[config.mk]
export PLATFORM = sky130hd
export DESIGN_NAME = fifo_top
export DESIGN_NICKNAME = d
export VERILOG_FILES = /design/src/verilog/fifo_pkg.sv /design/src/verilog/fifo_ctrl_fsm.sv /design/src/verilog/fifo_mem.sv /design/src/verilog/fifo_mon_regs.sv /design/src/verilog/fifo_top.sv
export VERILOG_INCLUDE_DIRS = /design/src /design/src/verilog
export SDC_FILE = /design/constraint.sdc
export NUM_CORES = 1
export LEC_CHECK = 0
export BUFFER_PORTS_ARGS = -buffer_cell sky130_fd_sc_hd__buf_2
export CAP_MARGIN = 25
export CORE_MARGIN = 2
export CORE_UTILIZATION = 60
export CTS_CLUSTER_SIZE = 12
export DETAILED_ROUTE_END_ITERATION = 8
export GPL_TIMING_DRIVEN = 1
export PLACE_DENSITY = 0.76
export SLEW_MARGIN = 15
export SYNTH_ARGS = -nofsm -noshare
export SYNTH_HDL_FRONTEND = slang
export SYNTH_SLANG_ARGS = --single-unit
export TNS_END_PERCENT = 20
[constraint.sdc]
create_clock -name wr_clk -period 2.9 [get_ports wr_clk]
set_input_delay 0.58 -clock wr_clk [delete_from_list [all_inputs] [get_ports wr_clk]]
set_output_delay 0.58 -clock wr_clk [all_outputs]
set_load 0.05 [all_outputs]
[src/verilog/fifo_macros.svh]
`ifndef FIFO_MACROS_SVH
`define FIFO_MACROS_SVH

// FIFO geometry
`define FIFO_DEPTH          16
`define FIFO_DATA_W         8

// Cycles from an accepted write to the array update
`define FIFO_MEM_WR_LATENCY 1

// Derived widths, pointers carry one extra wrap bit internally
`define FIFO_PTR_W          ($clog2(`FIFO_DEPTH))
`define FIFO_CNT_W          ($clog2(`FIFO_DEPTH + 1))

// Monitor register word addresses
`define FIFO_REG_STATUS     3'd0
`define FIFO_REG_WR_COUNT   3'd1
`define FIFO_REG_RD_COUNT   3'd2
`define FIFO_REG_PTRS       3'd3
`define FIFO_REG_CLEAR      3'd4

`endif

[src/verilog/fifo_pkg.sv]
`include "fifo_macros.svh"

package fifo_pkg;

    // Controller state seen by the monitor
    typedef struct packed {
        logic [`FIFO_PTR_W-1:0] wr_ptr;
        logic [`FIFO_PTR_W-1:0] rd_ptr;
        logic [`FIFO_CNT_W-1:0] wr_count;
        logic [`FIFO_CNT_W-1:0] rd_count;
        logic                   full;
        logic                   empty;
        logic                   oflow;
        logic                   uflow;
    } fifo_state_t;

    // Wishbone classic, 8-bit data, word addressed
    typedef struct packed {
        logic       cyc;
        logic       stb;
        logic       we;
        logic [2:0] adr;
        logic [7:0] dat;
    } wb_req_t;

    typedef struct packed {
        logic       ack;
        logic [7:0] dat;
    } wb_rsp_t;

    // Status register layout, bit 0 is full
    typedef struct packed {
        logic [3:0] rsvd;
        logic       uflow;
        logic       oflow;
        logic       empty;
        logic       full;
    } fifo_status_fields_t;

    typedef union packed {
        logic [7:0]          raw;
        fifo_status_fields_t f;
    } fifo_status_u;

endpackage

[src/verilog/fifo_ctrl_fsm.sv]
`timescale 1ns/1ps
`include "fifo_macros.svh"

module fifo_ctrl_fsm (
    input  logic                  wr_clk,
    input  logic                  rd_srst,
    input  logic                  i_wr,
    input  logic                  i_rd,
    output logic                  o_wr_safe,
    output fifo_pkg::fifo_state_t o_state
);

    // ------------------------------
    // Pointers and counts
    // ------------------------------
    logic [`FIFO_CNT_W-1:0] wr_ptr_q;
    logic [`FIFO_CNT_W-1:0] rd_ptr_q;
    logic [`FIFO_CNT_W-1:0] wr_ptr_dly;
    logic [`FIFO_CNT_W-1:0] wr_count;
    logic [`FIFO_CNT_W-1:0] rd_count;
    logic                   full;
    logic                   empty;
    logic                   rd_safe;

    // Write side sees its own pointer, read side only sees landed data
    assign wr_count = wr_ptr_q - rd_ptr_q;
    assign rd_count = wr_ptr_dly - rd_ptr_q;
    assign full     = (wr_count >= `FIFO_DEPTH);
    assign empty    = (rd_count == 0);

    assign o_wr_safe = i_wr && !full;
    assign rd_safe   = i_rd && !empty;

    always_ff @(posedge wr_clk) begin
        if (rd_srst) begin
            wr_ptr_q <= '0;
            rd_ptr_q <= '0;
        end else begin
            if (o_wr_safe) begin
                wr_ptr_q <= wr_ptr_q + 1'b1;
            end
            if (rd_safe) begin
                rd_ptr_q <= rd_ptr_q + 1'b1;
            end
        end
    end

    // Write pointer delayed to match the memory write pipe
    generate
        if (`FIFO_MEM_WR_LATENCY > 0) begin : g_wr_dly
            logic [`FIFO_MEM_WR_LATENCY-1:0][`FIFO_CNT_W-1:0] dly_q;

            always_ff @(posedge wr_clk) begin
                if (rd_srst) begin
                    dly_q <= '0;
                end else begin
                    dly_q[0] <= wr_ptr_q;
                    for (int i = 1; i < `FIFO_MEM_WR_LATENCY; i++) begin
                        dly_q[i] <= dly_q[i-1];
                    end
                end
            end

            assign wr_ptr_dly = dly_q[`FIFO_MEM_WR_LATENCY-1];
        end else begin : g_no_wr_dly
            assign wr_ptr_dly = wr_ptr_q;
        end
    endgenerate

    // ------------------------------
    // State out
    // ------------------------------
    assign o_state.wr_ptr   = wr_ptr_q[`FIFO_PTR_W-1:0];
    assign o_state.rd_ptr   = rd_ptr_q[`FIFO_PTR_W-1:0];
    assign o_state.wr_count = wr_count;
    assign o_state.rd_count = rd_count;
    assign o_state.full     = full;
    assign o_state.empty    = empty;
    assign o_state.oflow    = i_wr && full;
    assign o_state.uflow    = i_rd && empty;

    a_count_bound : assert property (@(posedge wr_clk) disable iff (rd_srst)
        (wr_count <= `FIFO_DEPTH) && (rd_count <= `FIFO_DEPTH));

    // Delayed pointer lags the live one, so the read side never overtakes it
    a_rd_behind_wr : assert property (@(posedge wr_clk) disable iff (rd_srst)
        rd_count <= wr_count);

endmodule

[src/verilog/fifo_mem.sv]
`timescale 1ns/1ps
`include "fifo_macros.svh"

module fifo_mem (
    input  logic                    wr_clk,
    input  logic                    i_wr_en,
    input  logic [`FIFO_PTR_W-1:0]  i_wr_addr,
    input  logic [`FIFO_DATA_W-1:0] i_wr_data,
    input  logic [`FIFO_PTR_W-1:0]  i_rd_addr,
    output logic [`FIFO_DATA_W-1:0] o_rd_data
);

    logic [`FIFO_DATA_W-1:0] mem_q [`FIFO_DEPTH];
    logic                    wr_en_d;
    logic [`FIFO_PTR_W-1:0]  wr_addr_d;
    logic [`FIFO_DATA_W-1:0] wr_data_d;

    // Write request pipe, one register stage per latency cycle
    generate
        if (`FIFO_MEM_WR_LATENCY > 0) begin : g_wr_pipe
            logic [`FIFO_MEM_WR_LATENCY-1:0]                   en_q;
            logic [`FIFO_MEM_WR_LATENCY-1:0][`FIFO_PTR_W-1:0]  addr_q;
            logic [`FIFO_MEM_WR_LATENCY-1:0][`FIFO_DATA_W-1:0] data_q;

            for (genvar s = 0; s < `FIFO_MEM_WR_LATENCY; s++) begin : g_stage
                always_ff @(posedge wr_clk) begin
                    if (s == 0) begin
                        en_q[s]   <= i_wr_en;
                        addr_q[s] <= i_wr_addr;
                        data_q[s] <= i_wr_data;
                    end else begin
                        en_q[s]   <= en_q[s-1];
                        addr_q[s] <= addr_q[s-1];
                        data_q[s] <= data_q[s-1];
                    end
                end
            end

            assign wr_en_d   = en_q[`FIFO_MEM_WR_LATENCY-1];
            assign wr_addr_d = addr_q[`FIFO_MEM_WR_LATENCY-1];
            assign wr_data_d = data_q[`FIFO_MEM_WR_LATENCY-1];
        end else begin : g_no_wr_pipe
            assign wr_en_d   = i_wr_en;
            assign wr_addr_d = i_wr_addr;
            assign wr_data_d = i_wr_data;
        end
    endgenerate

    always_ff @(posedge wr_clk) begin
        if (wr_en_d) begin
            mem_q[wr_addr_d] <= wr_data_d;
        end
    end

    // First-word-fall-through read
    assign o_rd_data = mem_q[i_rd_addr];

endmodule

[src/verilog/fifo_mon_regs.sv]
`timescale 1ns/1ps
`include "fifo_macros.svh"

module fifo_mon_regs (
    input  logic                  wr_clk,
    input  logic                  rd_srst,
    input  fifo_pkg::fifo_state_t i_state,
    input  fifo_pkg::wb_req_t     i_wb,
    output fifo_pkg::wb_rsp_t     o_wb
);

    logic                   ack_q;
    logic [7:0]             rd_dat_q;
    logic                   oflow_q;
    logic                   uflow_q;
    logic                   access;
    logic                   clr_wr;
    logic [7:0]             rd_mux;
    fifo_pkg::fifo_status_u status;

    // ------------------------------
    // Bus handshake
    // ------------------------------
    // New access only while ack is low, so ack lasts a single cycle
    assign access = i_wb.cyc && i_wb.stb && !ack_q;
    assign clr_wr = access && i_wb.we && (i_wb.adr == `FIFO_REG_CLEAR);

    always_ff @(posedge wr_clk) begin
        if (rd_srst) begin
            ack_q   <= 1'b0;
            oflow_q <= 1'b0;
            uflow_q <= 1'b0;
        end else begin
            ack_q   <= access;
            // Set beats clear in the same cycle
            oflow_q <= i_state.oflow || (oflow_q && !(clr_wr && i_wb.dat[2]));
            uflow_q <= i_state.uflow || (uflow_q && !(clr_wr && i_wb.dat[3]));
        end
    end

    // ------------------------------
    // Register read
    // ------------------------------
    always_comb begin
        status.f = '{
            rsvd:  4'b0,
            uflow: uflow_q,
            oflow: oflow_q,
            empty: i_state.empty,
            full:  i_state.full
        };
    end

    always_comb begin
        case (i_wb.adr)
            `FIFO_REG_STATUS:   rd_mux = status.raw;
            `FIFO_REG_WR_COUNT: rd_mux = 8'(i_state.wr_count);
            `FIFO_REG_RD_COUNT: rd_mux = 8'(i_state.rd_count);
            // Read pointer in the high nibble, write pointer in the low one
            `FIFO_REG_PTRS:     rd_mux = 8'({i_state.rd_ptr, i_state.wr_ptr});
            default:            rd_mux = 8'h00;
        endcase
    end

    always_ff @(posedge wr_clk) begin
        if (access && !i_wb.we) begin
            rd_dat_q <= rd_mux;
        end
    end

    assign o_wb.ack = ack_q;
    assign o_wb.dat = rd_dat_q;

    // Master keeps the strobe up until the slave has answered
    a_stb_held_to_ack : assert property (@(posedge wr_clk) disable iff (rd_srst)
        $fell(i_wb.stb) |-> ack_q);

endmodule

[src/verilog/fifo_top.sv]
`timescale 1ns/1ps
`include "fifo_macros.svh"

module fifo_top (
    input  logic                    wr_clk,
    input  logic                    rd_srst,

    // Write side
    input  logic                    i_wr,
    input  logic [`FIFO_DATA_W-1:0] i_wr_data,
    output logic                    o_full,

    // Read side, first word fall through
    input  logic                    i_rd,
    output logic [`FIFO_DATA_W-1:0] o_rd_data,
    output logic                    o_empty,

    // Monitor bus
    input  fifo_pkg::wb_req_t       i_wb,
    output fifo_pkg::wb_rsp_t       o_wb
);

    fifo_pkg::fifo_state_t state;
    logic                  wr_safe;

    fifo_ctrl_fsm u_ctrl (
        .wr_clk    (wr_clk),
        .rd_srst   (rd_srst),
        .i_wr      (i_wr),
        .i_rd      (i_rd),
        .o_wr_safe (wr_safe),
        .o_state   (state)
    );

    fifo_mem u_mem (
        .wr_clk    (wr_clk),
        .i_wr_en   (wr_safe),
        .i_wr_addr (state.wr_ptr),
        .i_wr_data (i_wr_data),
        .i_rd_addr (state.rd_ptr),
        .o_rd_data (o_rd_data)
    );

    fifo_mon_regs u_mon (
        .wr_clk  (wr_clk),
        .rd_srst (rd_srst),
        .i_state (state),
        .i_wb    (i_wb),
        .o_wb    (o_wb)
    );

    assign o_full  = state.full;
    assign o_empty = state.empty;

endmodule
==> flow_summary.yaml <==
status:
  status: "completed"
critical_path:
  path_cells: "buf_12, mux4_2, mux4_2, buf_2"
  slowest_delay_ns: 0.53
  cp_top_family: "multiplexers"
  cpMostUsedCell: "mux4_2"
  critPathBufInv: 2
  crit_required_ns: 2.32
  critPathMaxFanout: 16
  endpoint_kind: "output port"
  cp.arrival_ns: 2.27
  critPathSlowestCell: "mux4_2"
  startpoint_type: "flop"
  criticalPathCategory: "flop to output port"
  rrSetupSlack_ns: 0.42
  r2r_end: "u_ctrl.rd_ptr_q[4]"
  ff2ff_path_depth: 9
  reg2reg_from: "u_ctrl.rd_ptr_q[0]"
synthesis:
  synth_edf_count: 136
  ys_async_sr_fraction_pct: 0
  synth_nets: 427
  synth_cell_types: 51
  syn_area_um2: 6830
  syn_inst: 389
  synthFlopType: "edfxtp_1"
  ys_warn_count: 0
  synth_seq_area_share_pct: 70.0
  postSynthAreaPerCell_um2: 17.6
  synth_seq_cells: 171
floorplanning:
  dieArea_um2: 12300
  io_pins: 45
  die_y_um: 111
  fp.dieW_um: 111
  coreArea_um2: 11000
  start_util_pct: 62.2
  num_rows: 38
clocking:
  root_buffer: "clkbuf_16"
  cts_tree: "built"
  numClockSinks: 171
  cts-htree-levels: 4
  insertion_delay_ns: 0.42
  clkSlewWorstSetupHoldPaths_ns: 0.06
  numCtsBuffers: 17
  ctsLongestPathBuffers: 2
sta:
  fin_ws_ns: 0.0497
  fin_setup_tns_ns: 0
  min_period_over_period_pct: 98.3
  worst_pin_slew_ns: 0.909
  max_freq_mhz: 351
  skew_ns: 0.00720
  rsz0062_at_grt: "yes"
  final-max-slew-violation-count: 0
  hold_viol_final: 0
  setup_violations: 0
  period_minus_slack_ns: 2.85
  max_slew_margin_pct: 39.2
grt:
  grt_overflow_total: 0
  grt_pass1_vias: 3807
  grt_max_degree: 33
  grt.total_usage_pct: 23.3
  grt_pass1_wl_um: 21300
  grt_antenna_before_repair: 0
finish:
  drive_above_1_share_pct: 33.4
  layout.cells.non_filler: 604
  mostFrequentLayoutCell: "edfxtp_1"
  insertedDiodeCount: 0
  final_cell_mix: "edfxtp_1 (136), mux4_2 (40), buf_2 (35)"
  syn_to_final_growth_pct: 16.3
  finalNetCount: 489
hold_path:
  hold_start: "i_wr_data[7]"
  worst_hold_path_type: "input pin to flop"
  hold_path_end: "u_mem.g_wr_pipe.data_q[7]"
  whs_path_depth: 1
placed_design:
  finalWeightedCongestion: 0.808
  hpwl_um: 8400
  dp_slack_ns: 0.289
  place_inst: 567
  port_buffers: 38
pwr:
  ir_drop_v: 0.000645
  cellLeakagePower_nw: 2.73
  total_power_w: 0.00747
  p_per_area_nw_per_um2: 939
drt:
  drt-total-wl_um: 13200
  ant_nets: 0
  viasPerCell: 6.00
  vias: 3627
  drc: 0
  drt_iter0_markers: 326
  wl_per_cell_um: 21.8
  drt_pre_antenna_iters: 5
run:
  cap_violations: 0
## cell families (layout without fill, tap and decap cells)
group                    count (synthesis)  count (layout)  synth area share, %
AO/OA/AOI/OAI                           34              34                 3.70
adder cells (fa/ha/maj)                 12              12                 2.42
buffers and inverters                   28             103                 1.78
flip-flops                             171             171                 70.0
multiplexers                            51              51                 15.0
AND/OR/NAND/NOR                         88              88                 6.50
XOR/XNOR                                 5               5                0.641
## synthesized netlist by cell type (3+ instances only)
cell type | number | area share, %
mux4_2 | 40 | 13
clkbuf_1 | 6 | 0.33
buf_1 | 5 | 0.27
nand3_1 | 3 | 0.22
mux2_2 | 8 | 1.3
buf_4 | 4 | 0.44
edfxtp_1 | 136 | 60
nor2b_1 | 9 | 0.82
nand2b_1 | 5 | 0.46
a21o_1 | 4 | 0.44
a21oi_1 | 10 | 0.73
nor2_1 | 32 | 1.8
nand2_1 | 13 | 0.71
inv_1 | 12 | 0.66
dfxtp_1 | 35 | 10
nor3_1 | 9 | 0.66
xnor2_1 | 4 | 0.51
nand3b_1 | 6 | 0.66
ha_1 | 10 | 1.8
and2_1 | 3 | 0.27
## worst max path at each step
stage	startpoint	endpoint	slack [ns]	cells past startpoint
floorplan	u_ctrl.rd_ptr_q[0]	o_empty	0.21	7
global placement	u_ctrl.rd_ptr_q[2]	o_empty	0.29	7
detailed placement	u_ctrl.rd_ptr_q[2]	o_empty	0.29	7
CTS	u_ctrl.rd_ptr_q[0]	o_empty	-0.04	8
global route	u_ctrl.g_wr_dly.dly_q[0]	o_empty	-0.03	9
finish	flop	o_rd_data[4]	0.05	4
## state kept, by name (all words and copies together) (netlist names), named ones only
signal / flops
u_mon.rd_dat_q: 8
u_mon.uflow_q: 1
u_mem.g_wr_pipe.addr_q: 4
u_ctrl.wr_ptr_q: 5
u_mon.ack_q: 1
u_ctrl.rd_ptr_q: 5
u_mon.oflow_q: 1
u_ctrl.g_wr_dly.dly_q: 5
u_mem.mem_q: 128
u_mem.g_wr_pipe.en_q: 1
u_mem.g_wr_pipe.data_q: 8
## repair_timing
| action | CTS | global route |
|---|---|---|
| hold buffers | 0 | 0 |
| pin swaps | 2 | 2 |
| resized for setup | 4 | 15 |
| setup buffers | 4 | 1 |
| endpoints found under the setup margin | 10 | 5 |
## worst register-to-register path, cell delays in order, from the launching register on
cell and delay (ns):
dfxtp_2 0.35, ha_1 0.18, inv_1 0.06, fa_2 0.38, xnor2_2 0.18, nand3b_1 0.14, a21oi_4 0.04, buf_4 0.16
a2111oi_2 0.49, mux2_2 0.38
## where the power goes
| part | internal (W) | total, W | switching (W) |
|---|---|---|---|
| sequential | 0.00283 | 0.00295 | 0.000122 |
| combinational | 0.00106 | 0.00234 | 0.00128 |
| clock | 0.00127 | 0.00218 | 0.000912 |
## layer usage
metal  track usage (%)  vias to the layer above  share of wire [%]
li1                  -                     1653                  -
met1              31.5                     1825                 42
met2              37.9                      127                 51
met3              4.87                       22                4.7
met4              9.08                        0                1.8
met5                 0                        -                  0
## per-stage QoR
stage	area, µm²	utilization, %	hold WS, ns
after floorplan	6830	-	0.388
after global placement	7280	66.3	0.426
after detailed placement	7280	66.3	0.426
after CTS	7900	71.9	0.249
after global routing	7950	72.4	0.248
final	7950	72.4	0.260
## area by class of cell
| type | count | area [µm²] |
|---|---|---|
| clock inverters | 15 | 149 |
| multi-input cells | 190 | 1960 |
| fillers | 637 | 3030 |
| well taps | 140 | 175 |
| inverters | 12 | 45.0 |
| clock buffers | 17 | 425 |
| repair buffers | 59 | 400 |
| flip-flops and latches | 171 | 4790 |
No activity file was read; power rests on OpenSTA's default activity.
